**config.mk**
```make
export PLATFORM = sky130hd
export DESIGN_NAME = tcdm_tx_unit
export DESIGN_NICKNAME = d
export VERILOG_FILES = /design/src/source/tcdm_pkg.sv /design/src/source/tcdm_fifo.sv /design/src/source/tcdm_cmd_unpack.sv /design/src/source/tcdm_tx_lane.sv /design/src/source/tcdm_synch.sv /design/src/source/tcdm_tx_unit.sv
export SDC_FILE = /design/constraint.sdc
export NUM_CORES = 1
export LEC_CHECK = 0
export ABC_CLOCK_PERIOD_IN_PS = 3600
export BUFFER_PORTS_ARGS = -buffer_cell sky130_fd_sc_hd__clkbuf_2
export CORE_MARGIN = 2
export CORE_UTILIZATION = 50
export DETAILED_ROUTE_END_ITERATION = 10
export PLACE_DENSITY = 0.73
export SKIP_LAST_GASP = 1
export SYNTH_ARGS = -nofsm -noshare
export SYNTH_HDL_FRONTEND = slang
export SYNTH_SLANG_ARGS = --single-unit
```
**constraint.sdc**
```tcl
create_clock -name clk_i -period 3.6 [get_ports clk_i]
set_clock_uncertainty 0.15 [all_clocks]
set_input_delay 0.72 -clock clk_i [delete_from_list [all_inputs] [get_ports clk_i]]
set_output_delay 0.72 -clock clk_i [all_outputs]
set_load 0.01 [all_outputs]
```
**src/source/tcdm_pkg.sv**
```systemverilog
/*
 * Shared definitions of the TCDM transmit unit
 *   widths, lane count and queue depths
 *   command, beat, completion and read response structs
 *   unpacker and lane FSM state enums
 */
package tcdm_pkg;

  //********************************************************************
  // Widths and sizes
  //********************************************************************
  localparam int SID_W       = 2;
  localparam int ADDR_W      = 12;
  localparam int LEN_W       = 4;
  localparam int DATA_W      = 32;
  localparam int NUM_LANES   = 2;
  localparam int QUEUE_DEPTH = 2;
  // Completions a lane may have waiting for its partner lane
  localparam int SYNCH_DEPTH = 4;

  //********************************************************************
  // Structs
  //********************************************************************

  // Transfer command, len counts beat pairs (one word per lane)
  typedef struct packed {
    logic [SID_W-1:0]  sid;
    logic [ADDR_W-1:0] add;
    logic [LEN_W-1:0]  len;
  } tx_cmd_t;

  // One word read for a single lane
  typedef struct packed {
    logic [SID_W-1:0]  sid;
    logic [ADDR_W-1:0] add;
    logic              eop;
  } beat_t;

  typedef struct packed {
    logic             req;
    logic [SID_W-1:0] sid;
  } synch_t;

  typedef struct packed {
    logic              valid;
    logic [DATA_W-1:0] rdata;
  } tcdm_rsp_t;

  //********************************************************************
  // FSM states
  //********************************************************************
  typedef enum logic {
    UNPACK_IDLE,
    UNPACK_SPLIT
  } unpack_state_e;

  typedef enum logic [1:0] {
    LANE_IDLE,
    LANE_REQ,
    LANE_WAIT_RDATA,
    LANE_SEND
  } lane_state_e;

endpackage

```
**src/source/tcdm_fifo.sv**
```systemverilog
/*
 * Queue without fall-through, generic in stored type and depth
 * Read and write pointers plus an occupancy counter
 */
`timescale 1ns/1ns

module tcdm_fifo #(
  parameter type T     = logic,
  parameter int  DEPTH = 2
) (
  input  logic clk_i,
  input  logic rst_n_i,
  input  logic push_i,
  input  T     data_i,
  input  logic pop_i,
  output T     data_o,
  output logic full_o,
  output logic empty_o
);

  localparam int PTR_W = (DEPTH > 1) ? $clog2(DEPTH) : 1;
  localparam int CNT_W = $clog2(DEPTH + 1);

  T                 mem_q [DEPTH];
  logic [PTR_W-1:0] wr_ptr_q;
  logic [PTR_W-1:0] rd_ptr_q;
  logic [CNT_W-1:0] count_q;

  assign full_o  = (count_q == CNT_W'(DEPTH));
  assign empty_o = (count_q == '0);
  assign data_o  = mem_q[rd_ptr_q];

  always_ff @(posedge clk_i or negedge rst_n_i) begin
    if (!rst_n_i) begin
      wr_ptr_q <= '0;
      rd_ptr_q <= '0;
      count_q  <= '0;
    end else begin
      if (push_i) begin
        wr_ptr_q <= (wr_ptr_q == PTR_W'(DEPTH - 1)) ? '0 : wr_ptr_q + 1'b1;
      end
      if (pop_i) begin
        rd_ptr_q <= (rd_ptr_q == PTR_W'(DEPTH - 1)) ? '0 : rd_ptr_q + 1'b1;
      end
      case ({push_i, pop_i})
        2'b10:   count_q <= count_q + 1'b1;
        2'b01:   count_q <= count_q - 1'b1;
        default: count_q <= count_q;
      endcase
    end
  end

  // Storage
  always_ff @(posedge clk_i) begin
    if (push_i) begin
      mem_q[wr_ptr_q] <= data_i;
    end
  end

  // The producer and consumer must respect the flags
  assert property (@(posedge clk_i) disable iff (!rst_n_i) push_i |-> !full_o)
    else $error("tcdm_fifo: push while full");
  assert property (@(posedge clk_i) disable iff (!rst_n_i) pop_i |-> !empty_o)
    else $error("tcdm_fifo: pop while empty");

endmodule

```
**src/source/tcdm_cmd_unpack.sv**
```systemverilog
/*
 * Command unpacker of the transmit path
 * Splits a transfer command into word beat pairs, one beat per lane,
 * and marks the last pair with eop
 */
`timescale 1ns/1ns

module tcdm_cmd_unpack (
  input  logic                             clk_i,
  input  logic                             rst_n_i,
  input  tcdm_pkg::tx_cmd_t                cmd_i,
  input  logic                             cmd_valid_i,
  output logic                             cmd_pop_o,
  output tcdm_pkg::beat_t                  beat_o [tcdm_pkg::NUM_LANES],
  output logic                             beat_valid_o,
  input  logic [tcdm_pkg::NUM_LANES-1:0]   beat_ready_i
);

  tcdm_pkg::unpack_state_e          state_q;
  tcdm_pkg::tx_cmd_t                cmd_q;
  logic [tcdm_pkg::LEN_W-1:0]       pair_q;
  logic [tcdm_pkg::ADDR_W-1:0]      pair_off;
  logic                             last_pair;

  // A pair spans two words, so its byte offset is pair * 8
  assign pair_off  = {{(tcdm_pkg::ADDR_W - tcdm_pkg::LEN_W - 3){1'b0}}, pair_q, 3'b000};
  assign last_pair = (pair_q == cmd_q.len - 1'b1);

  // Both beats of a pair go out together, only when both lanes have room
  assign beat_valid_o = (state_q == tcdm_pkg::UNPACK_SPLIT) && (&beat_ready_i);

  // Next command is taken in IDLE or right with the last pair of the current one
  assign cmd_pop_o = cmd_valid_i &&
                     ((state_q == tcdm_pkg::UNPACK_IDLE) || (beat_valid_o && last_pair));

  for (genvar k = 0; k < tcdm_pkg::NUM_LANES; k++) begin : g_beat
    assign beat_o[k].sid = cmd_q.sid;
    assign beat_o[k].add = cmd_q.add + pair_off + tcdm_pkg::ADDR_W'(4 * k);
    assign beat_o[k].eop = last_pair;
  end

  //********************************************************************
  // Split FSM
  //********************************************************************
  always_ff @(posedge clk_i or negedge rst_n_i) begin
    if (!rst_n_i) begin
      state_q <= tcdm_pkg::UNPACK_IDLE;
      pair_q  <= '0;
    end else begin
      if (cmd_pop_o) begin
        state_q <= tcdm_pkg::UNPACK_SPLIT;
        pair_q  <= '0;
      end else if (beat_valid_o) begin
        if (last_pair) begin
          state_q <= tcdm_pkg::UNPACK_IDLE;
        end else begin
          pair_q <= pair_q + 1'b1;
        end
      end
    end
  end

  // Current command
  always_ff @(posedge clk_i) begin
    if (cmd_pop_o) begin
      cmd_q <= cmd_i;
    end
  end

  // A zero length command would never produce an eop pair
  assert property (@(posedge clk_i) disable iff (!rst_n_i) cmd_pop_o |-> (cmd_i.len != '0))
    else $error("tcdm_cmd_unpack: command with zero length");

endmodule

```
**src/source/tcdm_tx_lane.sv**
```systemverilog
/*
 * Transmit read lane
 * Beat queue and read FSM: one TCDM read per beat, the word is then
 * forwarded on the data stream, eop beats report a completion
 */
`timescale 1ns/1ns

module tcdm_tx_lane (
  input  logic                          clk_i,
  input  logic                          rst_n_i,
  input  tcdm_pkg::beat_t               beat_i,
  input  logic                          beat_valid_i,
  output logic                          beat_ready_o,
  output logic                          tcdm_req_o,
  output logic [tcdm_pkg::ADDR_W-1:0]   tcdm_add_o,
  input  logic                          tcdm_gnt_i,
  input  tcdm_pkg::tcdm_rsp_t           tcdm_rsp_i,
  output logic [tcdm_pkg::DATA_W-1:0]   tx_data_dat_o,
  output logic                          tx_data_req_o,
  input  logic                          tx_data_gnt_i,
  output tcdm_pkg::synch_t              done_o,
  input  logic                          done_ready_i
);

  tcdm_pkg::lane_state_e          state_q;
  tcdm_pkg::lane_state_e          state_d;
  tcdm_pkg::beat_t                queue_beat;
  tcdm_pkg::beat_t                beat_q;
  logic                           queue_full;
  logic                           queue_empty;
  logic                           queue_pop;
  logic [tcdm_pkg::DATA_W-1:0]    rdata_q;
  logic                           sent_q;
  logic                           stream_done;
  logic                           leave_send;

  //********************************************************************
  // Beat queue
  //********************************************************************
  assign beat_ready_o = !queue_full;
  assign queue_pop    = (state_q == tcdm_pkg::LANE_IDLE) && !queue_empty;

  tcdm_fifo #(
    .T     (tcdm_pkg::beat_t),
    .DEPTH (tcdm_pkg::QUEUE_DEPTH)
  ) i_beat_queue (
    .clk_i   (clk_i),
    .rst_n_i (rst_n_i),
    .push_i  (beat_valid_i && beat_ready_o),
    .data_i  (beat_i),
    .pop_i   (queue_pop),
    .data_o  (queue_beat),
    .full_o  (queue_full),
    .empty_o (queue_empty)
  );

  //********************************************************************
  // Read FSM
  //********************************************************************
  assign tcdm_req_o    = (state_q == tcdm_pkg::LANE_REQ);
  assign tcdm_add_o    = beat_q.add;
  assign tx_data_req_o = (state_q == tcdm_pkg::LANE_SEND) && !sent_q;
  assign tx_data_dat_o = rdata_q;

  // Word handed over now or earlier; eop beats also need room in the synchroniser
  assign stream_done = sent_q || (tx_data_req_o && tx_data_gnt_i);
  assign leave_send  = (state_q == tcdm_pkg::LANE_SEND) && stream_done &&
                       (!beat_q.eop || done_ready_i);

  always_comb begin
    done_o.req = (state_q == tcdm_pkg::LANE_SEND) && beat_q.eop && stream_done && done_ready_i;
    done_o.sid = beat_q.sid;
  end

  always_comb begin
    state_d = state_q;
    case (state_q)
      tcdm_pkg::LANE_IDLE:       if (!queue_empty)      state_d = tcdm_pkg::LANE_REQ;
      tcdm_pkg::LANE_REQ:        if (tcdm_gnt_i)        state_d = tcdm_pkg::LANE_WAIT_RDATA;
      tcdm_pkg::LANE_WAIT_RDATA: if (tcdm_rsp_i.valid)  state_d = tcdm_pkg::LANE_SEND;
      tcdm_pkg::LANE_SEND:       if (leave_send)        state_d = tcdm_pkg::LANE_IDLE;
      default:                   state_d = tcdm_pkg::LANE_IDLE;
    endcase
  end

  always_ff @(posedge clk_i or negedge rst_n_i) begin
    if (!rst_n_i) begin
      state_q <= tcdm_pkg::LANE_IDLE;
      sent_q  <= 1'b0;
    end else begin
      state_q <= state_d;
      sent_q  <= stream_done && (state_q == tcdm_pkg::LANE_SEND) && !leave_send;
    end
  end

  // Beat in flight and its read data
  always_ff @(posedge clk_i) begin
    if (queue_pop) begin
      beat_q <= queue_beat;
    end
    if ((state_q == tcdm_pkg::LANE_WAIT_RDATA) && tcdm_rsp_i.valid) begin
      rdata_q <= tcdm_rsp_i.rdata;
    end
  end

  // TCDM port rules
  assert property (@(posedge clk_i) disable iff (!rst_n_i)
    (tcdm_req_o && !tcdm_gnt_i) |=> (tcdm_req_o && $stable(tcdm_add_o)))
    else $error("tcdm_tx_lane: request changed before grant");
  assert property (@(posedge clk_i) disable iff (!rst_n_i)
    (state_q == tcdm_pkg::LANE_IDLE) |-> !tcdm_rsp_i.valid)
    else $error("tcdm_tx_lane: response without outstanding read");

endmodule

```
**src/source/tcdm_synch.sv**
```systemverilog
/*
 * Completion synchroniser
 * Queues the eop completions of each lane and pulses one synch
 * when every lane has finished the same command
 */
`timescale 1ns/1ns

module tcdm_synch (
  input  logic                             clk_i,
  input  logic                             rst_n_i,
  input  tcdm_pkg::synch_t                 done_i [tcdm_pkg::NUM_LANES],
  output logic [tcdm_pkg::NUM_LANES-1:0]   done_ready_o,
  output tcdm_pkg::synch_t                 synch_o
);

  logic [tcdm_pkg::SID_W-1:0]       head_sid [tcdm_pkg::NUM_LANES];
  logic [tcdm_pkg::NUM_LANES-1:0]   full;
  logic [tcdm_pkg::NUM_LANES-1:0]   empty;
  logic                             all_done;
  tcdm_pkg::synch_t                 synch_q;

  // All lanes hold a completion, so the oldest command is finished
  assign all_done = ~|empty;

  for (genvar k = 0; k < tcdm_pkg::NUM_LANES; k++) begin : g_lane
    assign done_ready_o[k] = !full[k];

    tcdm_fifo #(
      .T     (logic [tcdm_pkg::SID_W-1:0]),
      .DEPTH (tcdm_pkg::SYNCH_DEPTH)
    ) i_sid_queue (
      .clk_i   (clk_i),
      .rst_n_i (rst_n_i),
      .push_i  (done_i[k].req),
      .data_i  (done_i[k].sid),
      .pop_i   (all_done),
      .data_o  (head_sid[k]),
      .full_o  (full[k]),
      .empty_o (empty[k])
    );
  end

  // Registered pulse, one cycle after the queues line up
  always_ff @(posedge clk_i or negedge rst_n_i) begin
    if (!rst_n_i) begin
      synch_q <= '0;
    end else begin
      synch_q.req <= all_done;
      synch_q.sid <= head_sid[0];
    end
  end

  assign synch_o = synch_q;

  // Lanes receive the commands in the same order, so heads must agree
  for (genvar k = 1; k < tcdm_pkg::NUM_LANES; k++) begin : g_check
    assert property (@(posedge clk_i) disable iff (!rst_n_i)
      all_done |-> (head_sid[k] == head_sid[0]))
      else $error("tcdm_synch: lanes completed different commands");
  end

endmodule

```
**src/source/tcdm_tx_unit.sv**
```systemverilog
/*
 * Transmit half of the DMA TCDM unit
 * Command queue, unpacker, two read lanes and completion synchroniser
 */
`timescale 1ns/1ns

module tcdm_tx_unit (
  input  logic                                                clk_i,
  input  logic                                                rst_n_i,
  input  tcdm_pkg::tx_cmd_t                                   cmd_i,
  input  logic                                                cmd_req_i,
  output logic                                                cmd_gnt_o,
  output logic [tcdm_pkg::NUM_LANES-1:0]                      tcdm_req_o,
  output logic [tcdm_pkg::NUM_LANES-1:0][tcdm_pkg::ADDR_W-1:0] tcdm_add_o,
  input  logic [tcdm_pkg::NUM_LANES-1:0]                      tcdm_gnt_i,
  input  tcdm_pkg::tcdm_rsp_t [tcdm_pkg::NUM_LANES-1:0]       tcdm_rsp_i,
  output logic [tcdm_pkg::NUM_LANES-1:0][tcdm_pkg::DATA_W-1:0] tx_data_dat_o,
  output logic [tcdm_pkg::NUM_LANES-1:0]                      tx_data_req_o,
  input  logic [tcdm_pkg::NUM_LANES-1:0]                      tx_data_gnt_i,
  output tcdm_pkg::synch_t                                    synch_o
);

  tcdm_pkg::tx_cmd_t                cmd_head;
  logic                             cmd_full;
  logic                             cmd_empty;
  logic                             cmd_pop;
  tcdm_pkg::beat_t                  beats [tcdm_pkg::NUM_LANES];
  logic                             beat_valid;
  logic [tcdm_pkg::NUM_LANES-1:0]   beat_ready;
  tcdm_pkg::synch_t                 lane_done [tcdm_pkg::NUM_LANES];
  logic [tcdm_pkg::NUM_LANES-1:0]   done_ready;

  //********************************************************************
  // Command queue
  //********************************************************************
  assign cmd_gnt_o = !cmd_full;

  tcdm_fifo #(
    .T     (tcdm_pkg::tx_cmd_t),
    .DEPTH (tcdm_pkg::QUEUE_DEPTH)
  ) i_cmd_queue (
    .clk_i   (clk_i),
    .rst_n_i (rst_n_i),
    .push_i  (cmd_req_i && cmd_gnt_o),
    .data_i  (cmd_i),
    .pop_i   (cmd_pop),
    .data_o  (cmd_head),
    .full_o  (cmd_full),
    .empty_o (cmd_empty)
  );

  tcdm_cmd_unpack i_cmd_unpack (
    .clk_i        (clk_i),
    .rst_n_i      (rst_n_i),
    .cmd_i        (cmd_head),
    .cmd_valid_i  (!cmd_empty),
    .cmd_pop_o    (cmd_pop),
    .beat_o       (beats),
    .beat_valid_o (beat_valid),
    .beat_ready_i (beat_ready)
  );

  //********************************************************************
  // Read lanes
  //********************************************************************
  for (genvar k = 0; k < tcdm_pkg::NUM_LANES; k++) begin : g_lane
    tcdm_tx_lane i_tx_lane (
      .clk_i         (clk_i),
      .rst_n_i       (rst_n_i),
      .beat_i        (beats[k]),
      .beat_valid_i  (beat_valid),
      .beat_ready_o  (beat_ready[k]),
      .tcdm_req_o    (tcdm_req_o[k]),
      .tcdm_add_o    (tcdm_add_o[k]),
      .tcdm_gnt_i    (tcdm_gnt_i[k]),
      .tcdm_rsp_i    (tcdm_rsp_i[k]),
      .tx_data_dat_o (tx_data_dat_o[k]),
      .tx_data_req_o (tx_data_req_o[k]),
      .tx_data_gnt_i (tx_data_gnt_i[k]),
      .done_o        (lane_done[k]),
      .done_ready_i  (done_ready[k])
    );
  end

  tcdm_synch i_synch (
    .clk_i        (clk_i),
    .rst_n_i      (rst_n_i),
    .done_i       (lane_done),
    .done_ready_o (done_ready),
    .synch_o      (synch_o)
  );

endmodule

```
### After elaboration in Yosys (flattened, before gate mapping)

Memories as Yosys holds them, arrays and structs flattened. A register that Yosys moved wholly into a read port is not among the register bits.
Index checks and enable logic that the tools add are counted.

| storage, ports and cells | value |
|---|---|
| register bits | 98 |
| bits in writable memories | 104 |
| input bits | 91 |
| output and inout bits | 96 |
| word-level logic and storage cells | 186 |
| memories | 4 |

Memories:

| name | words | bits a word | read ports | clocked after memory_dff | wr ports | line | RTL |
|---|---|---|---|---|---|---|---|
| i_cmd_queue.mem_q | 2 | 18 | 1 | 1 | 1 | tcdm_fifo.sv:24 | `T mem_q [DEPTH];` |
| g_lane[0].i_tx_lane.i_beat_queue.mem_q | 2 | 15 | 1 | 1 | 1 | tcdm_fifo.sv:24 |  |
| g_lane[1].i_tx_lane.i_beat_queue.mem_q | 2 | 15 | 1 | 1 | 1 | tcdm_fifo.sv:24 |  |
| i_synch.g_lane[0].i_sid_queue.mem_q | 4 | 2 | 1 | 1 | 1 | tcdm_fifo.sv:24 |  |

| operators by class | value |
|---|---|
| add/subtract/negate cells | 22 |
| equality and inequality tests | 33 |
| mux-type cells | 37 |
| bitwise gates (word level) | 1 |
| reduce and logical (&&, ||, !) cells | 67 |

Operators with widths:

| cell | count |
|---|---|
| $eq A2 B2 Y1 const B | 14 |
| $logic_and A1 B1 Y1 | 26 |
| $mux W2 | 10 |
| $mux W1 | 17 |
| $logic_not A1 Y1 | 16 |
| $pmux W2 S4 | 2 |
| $eq A2 B1 Y1 const B | 7 |
| $ne A2 B2 Y1 const B | 7 |
| $reduce_bool A2 Y1 | 7 |
| $add A12 B3 Y12 const B | 1 |
| $add A12 B7 Y12 | 1 |
| $mux W4 | 3 |
| $pmux W2 S2 | 3 |
| $pmux W3 S2 | 2 |
| $add A2 B1 Y2 const B | 5 |
| $logic_not A2 Y1 | 5 |
| $reduce_and A4 Y1 | 2 |
| $add A1 B1 Y1 const B | 6 |
| $add A3 B1 Y3 const B | 2 |
| $eq A3 B3 Y1 const B | 2 |
| $logic_not A3 Y1 | 2 |
| $reduce_and A2 Y1 | 3 |
| $sub A2 B1 Y2 const B | 3 |
| $sub A3 B1 Y3 const B | 2 |
| other kinds (7) | 12 |

### Logic depth before layout (Yosys ltp)

| logic depth | value |
|---|---|
| depth in word-level cells | 9 |
| depth in mapped cells | 10 |
| gate-level depth less buffers | 10 |

### Hierarchy

From an unflattened synthesis, not the netlist that was laid out.

| unflattened totals | value |
|---|---|
| cells, all modules | 602 |
| area, all modules | 10662.7 µm² |

Modules (own cells, without submodules):

| module | times used | cells an instance | area an instance (µm²) | seq. area each (µm²) |
|---|---|---|---|---|
| tcdm_tx_lane | 2 | 88 | 1770.4 | 1486.4 |
| tcdm_fifo at g_lane[0].i_tx_lane.i_beat_queue ... | 2 | 63 | 1320.0 | 1001.0 |
| tcdm_fifo at i_cmd_queue | 1 | 72 | 1532.7 | 1181.1 |
| tcdm_fifo at i_synch.g_lane[0].i_sid_queue ... | 2 | 48 | 713.2 | 415.4 |
| tcdm_cmd_unpack | 1 | 123 | 1422.6 | 665.6 |
| tcdm_synch | 1 | 6 | 86.3 | 75.1 |
| tcdm_tx_unit | 1 | 3 | 13.8 | 0.0 |

### Worst setup path after synthesis

OpenSTA, ideal clock, no wires.

| timing path | value |
|---|---|
| path kind | register to register |
| from | register i_cmd_unpack.pair_q[0] (netlist bit) |
| to | memory g_lane[1].i_tx_lane.i_beat_queue.mem_q[0][12] (netlist bit), data pin |
| setup time | 267 ps |
| data arrival time | 2156 ps |
| required time | 3183 ps |
| slack | 1026 ps |
| cell stages (with the launch flop) | 8 |
| buffers on the path | 0 |
| clock period less this slack | 2574 ps |
| path through | dfrtp_1 > ha_1 > fa_1 > and3_1 > o211ai_1 > nor4_2 > nand4_1 > xnor2_1 |

RTL lines:

| what | line | RTL |
|---|---|---|
| start, declared | tcdm_cmd_unpack.sv:21 | `logic [tcdm_pkg::LEN_W-1:0] pair_q;` |
| start signal, assigned | tcdm_cmd_unpack.sv:57 | `pair_q <= pair_q + 1'b1;` |
| end, declared | tcdm_fifo.sv:24 |  |

==> qor.csv <==
stage;metric;value;unit
synthesis;simple-gate share of the synthesized area;0.04429;
power_and_ir_drop;P_int;7229;uW
drt;DR vias;4995;
drt;detailed-route wire length per cell;17.22;um
critical_path;worst endpoint data arrival time;2850;ps
synthesis;number of synthesized flops with an enable pin;210;
synthesis;Synth cell types;53;
drt;Routed WL;17.01;mm
cts;clk buf depth;3;
drt;Routed Antenna Nets;0;
power_and_ir_drop;Flop pwr share;0.470;
global_routing;largest net degree at the start of global routing;37;
sta;endpoints failing setup;0;
synthesis;mapped cell area;9604;um^2
floorplan;initial core utilization;0.5117;
synthesis;ys flop type;edfxtp_1;
sta;final hold violation count;0;
cts;Clock Sinks;246;
synthesis;Post-Synthesis Cells;543;
finish;cell area after layout;11510;um^2
synthesis;Compound-Gate Fraction of Synth Area;0.02475;
critical_path;WS Path Type;register to register;
finish;ANT cells;0;
cts;Skew-Pair Late Insertion Delay;520;ps
finish;fill count;1360;
synthesis;Seq/Total Area, Yosys;0.7504;
drt;DR vias/cell;5.056;
sta;fmax;364.7;MHz
finish;fraction of layout cells with a size suffix above 1;0.3992;
power_and_ir_drop;maximum vdd drop;0.0004616;V
power_and_ir_drop;P_sw;3197;uW
power_and_ir_drop;Switching Fraction;0.3066;
sta;Final Cycle Share;0.7617;
synthesis;Avg Inst Size Synth;17.69;um^2
drt;Detailed Routing Iterations Pass 1;4;
sta;Pins Over Slew Limit;0;
synthesis;XOR/XNOR Fraction of Synth Area;0.03700;
power_and_ir_drop;power consumption;10430;uW
critical_path;maximum fanout along the worst path;6;
sta;unrepaired setup endpoints after global routing;false;
status;status;complete, no violations;
sta;Tmin final;2742;ps
critical_path;CP Capture Type;register;
cts;Worst-path clk slew;60;ps
synthesis;Net Count, Synth;662;
sta;Tightest Pin Transition;988.9;ps
cts;CTS root buf;clkbuf_16;
floorplan;# rows;50;
finish;Multi-input gate area;2061;um^2
floorplan;die area;20330;um^2
cts;H-tree lvl count;1;
sta;hold slack final;208.6;ps
job;# Max-Cap Violations;0;
drt;initial drt markers;206;
finish;Register Area;7207;um^2
power_and_ir_drop;clock share of power;0.245;
synthesis;share of flip-flops with an asynchronous set or reset;0.1463;
synthesis;Synth Warn #;0;
power_and_ir_drop;Pwr per Cell Area;906.2;nW/um^2
global_routing;vias in the first global route;5078;
global_routing;Tot GR Track Use;0.1655;
critical_path;Startpoint Class;register;
placed_design;port buffer count;186;
cts;hold buffers post-CTS;0;
power_and_ir_drop;combinational power share;0.285;
global_routing;first-pass GRT wire length;25.92;mm
synthesis;combinational family with the most area after synthesis;multiplexers;
global_routing;initial antenna violation count;0;
cts;postcts setup bufs;0;
floorplan;die height;142.6;um
finish;Layout Nets;853;
drt;DRC;0;
cts;TritonCTS clock tree;done;
cts;CTS Buf Count;27;
floorplan;Core Area;18770;um^2
placed_design;DP Area;10670;um^2
floorplan;die width;142.6;um
synthesis;#FFs+latches synth;246;
finish;Final Util;0.6131;
cts;CTS resizes;0;
placed_design;Detail Placement HPWL;12.24;mm
placed_design;gp weighted congestion;0.8230;
sta;Slew HR;0.3407;
floorplan;I/O Pins;187;
global_routing;grt ovf;0;
power_and_ir_drop;Pleak;0.004563;uW
critical_path;Worst EP required;3710;ps
sta;TNS Setup;0;ps
synthesis;adder-cell area share of the yosys netlist;0.03882;
hold_path;hold crit path type;input port to async pin;
finish;area grow syn2layout;19.80;%
synthesis;post-synthesis mux area share;0.06970;
[cells by family after synthesis]
family | after synthesis
adder cells (fa/ha/maj) | 28
AO/OA/AOI/OAI | 31
XOR/XNOR | 38
flip-flops | 246
AND/OR/NAND/NOR | 81
buffers and inverters | 61
multiplexers | 58
[power groups by stage]
stage,Sequential (uW),Combinational (uW),Clock [uW]
6_report,4900,2980,2550
2_1_floorplan,4830,2260,0
3_5_place_dp,4970,3000,0
5_1_grt,5020,3310,2720
4_1_cts,4920,3030,2610
3_3_place_gp,4910,2870,0
[layout by cell type, fill, tap and decap left out, drive strengths merged, types with 2 or more instances in the layout]
master,instances
mux4,2
inv,29
o22ai,3
xnor2,18
o211ai,3
mux2,51
nand2b,7
fa,3
mux2i,5
a221o,2
dfrtp,36
ha,25
nand4,2
clkinv,11
a211oi,2
and2,6
nor3,4
a21oi,6
and3,5
clkbuf,220
nor4,2
nor2,25
edfxtp,210
buf,10
nand2,14
nand3,6
o21ai,10
nor2b,5
xor2,19
[critical path: stages (launching register included)]
cell	delay, ps
dfrtp_1	440
ha_1	280
fa_1	640
and3_1	210
o211ai_1	140
nor4_2	310
nand4_1	140
xnor2_1	170
[worst paths after layout]
| kind | cells past startpoint | slack, ps | start | end |
|---|---|---|---|---|
| max | 7 | 860 | i_cmd_unpack.pair_q[0] | g_lane[1].i_tx_lane.i_beat_queue.mem_q[0][12] |
| min | 1 | 210 | rst_n_i | g_lane[0].i_tx_lane.state_q[1] |
| max reg2reg | 7 | 860 | i_cmd_unpack.pair_q[0] | g_lane[1].i_tx_lane.i_beat_queue.mem_q[0][12] |
| min reg2reg | 0 | 300 | i_cmd_unpack.beat_o[13] | g_lane[0].i_tx_lane.i_beat_queue.mem_q[1][13] |
| max in group asynchronous | 1 | 2480 | rst_n_i | i_cmd_unpack.pair_q[1] |
| min in group clk_i | 1 | 230 | tcdm_rsp_i[35] | g_lane[1].i_tx_lane.tx_data_dat_o[2] |
[stage by stage]
stage	worst slack (ps)	instances
floorplan	1026	543
global placement	912.7	939
detailed placement	878.5	939
CTS	857.6	988
global route	711.5	988
finish	857.8	988
[layer usage]
metal	GRT usage	up-vias	part of all wire
li1	-	2362	-
met5	0	-	0
met1	0.1914	2434	0.39
met4	0.05680	0	0.025
met2	0.3011	169	0.51
met3	0.03970	30	0.070
[sequential cells by signal, summed over array words and instances, names as in the netlist]
name and count:
g_lane.i_tx_lane.beat_q 2, g_lane.i_tx_lane.done_o 2, g_lane.i_tx_lane.i_beat_queue.count_q 4, g_lane.i_tx_lane.i_beat_queue.mem_q 56, g_lane.i_tx_lane.i_beat_queue.rd_ptr_q 2, g_lane.i_tx_lane.i_beat_queue.wr_ptr_q 2
g_lane.i_tx_lane.sent_q 2, g_lane.i_tx_lane.state_q 4, g_lane.i_tx_lane.tcdm_add_o 24, g_lane.i_tx_lane.tx_data_dat_o 64, i_cmd_queue.count_q 2, i_cmd_queue.mem_q 36
i_cmd_queue.rd_ptr_q 1, i_cmd_queue.wr_ptr_q 1, i_cmd_unpack.beat_o 2, i_cmd_unpack.cmd_q 16, i_cmd_unpack.pair_q 4, i_cmd_unpack.state_q 1
i_synch.g_lane.i_sid_queue.count_q 6, i_synch.g_lane.i_sid_queue.mem_q 8, i_synch.g_lane.i_sid_queue.rd_ptr_q 2, i_synch.g_lane.i_sid_queue.wr_ptr_q 2, i_synch.synch_o 3
[layout make-up]
class / instances / area share
Timing Repair Buffer: 196 / 0.08743
Multi-Input combinational cell: 236 / 0.1791
Clock inverter: 15 / 0.009243
Inverter: 27 / 0.008808
Tap cell: 234 / 0.02545
Sequential cell: 246 / 0.6264
Clock buffer: 34 / 0.06361
[Yosys cell counts, drive strengths merged (2+ instances only)]
| cell type | number | area (um^2) |
|---|---|---|
| xnor2 | 18 | 157.7 |
| nor3 | 4 | 25.02 |
| nor4 | 2 | 18.77 |
| clkbuf | 3 | 11.26 |
| o22ai | 3 | 18.77 |
| and2 | 6 | 37.54 |
| dfrtp | 36 | 900.9 |
| nor2b | 5 | 31.28 |
| inv | 27 | 101.3 |
| mux2 | 51 | 574.3 |
| and3 | 5 | 32.53 |
| xor2 | 19 | 173.9 |
| o211ai | 3 | 22.52 |
| buf | 31 | 224.0 |
| nor2 | 25 | 93.84 |
| o21ai | 10 | 50.04 |
| a221o | 2 | 20.02 |
| fa | 3 | 60.06 |
| nand3 | 6 | 35.03 |
| mux4 | 2 | 45.04 |
| edfxtp | 210 | 6306 |
| a21oi | 6 | 45.05 |
| mux2i | 5 | 50.05 |
| a211oi | 2 | 20.02 |
| nand2 | 14 | 55.06 |
| nand4 | 2 | 12.51 |
| nand2b | 7 | 43.79 |
| ha | 25 | 312.8 |
No activity file was read; power rests on OpenSTA's default activity.
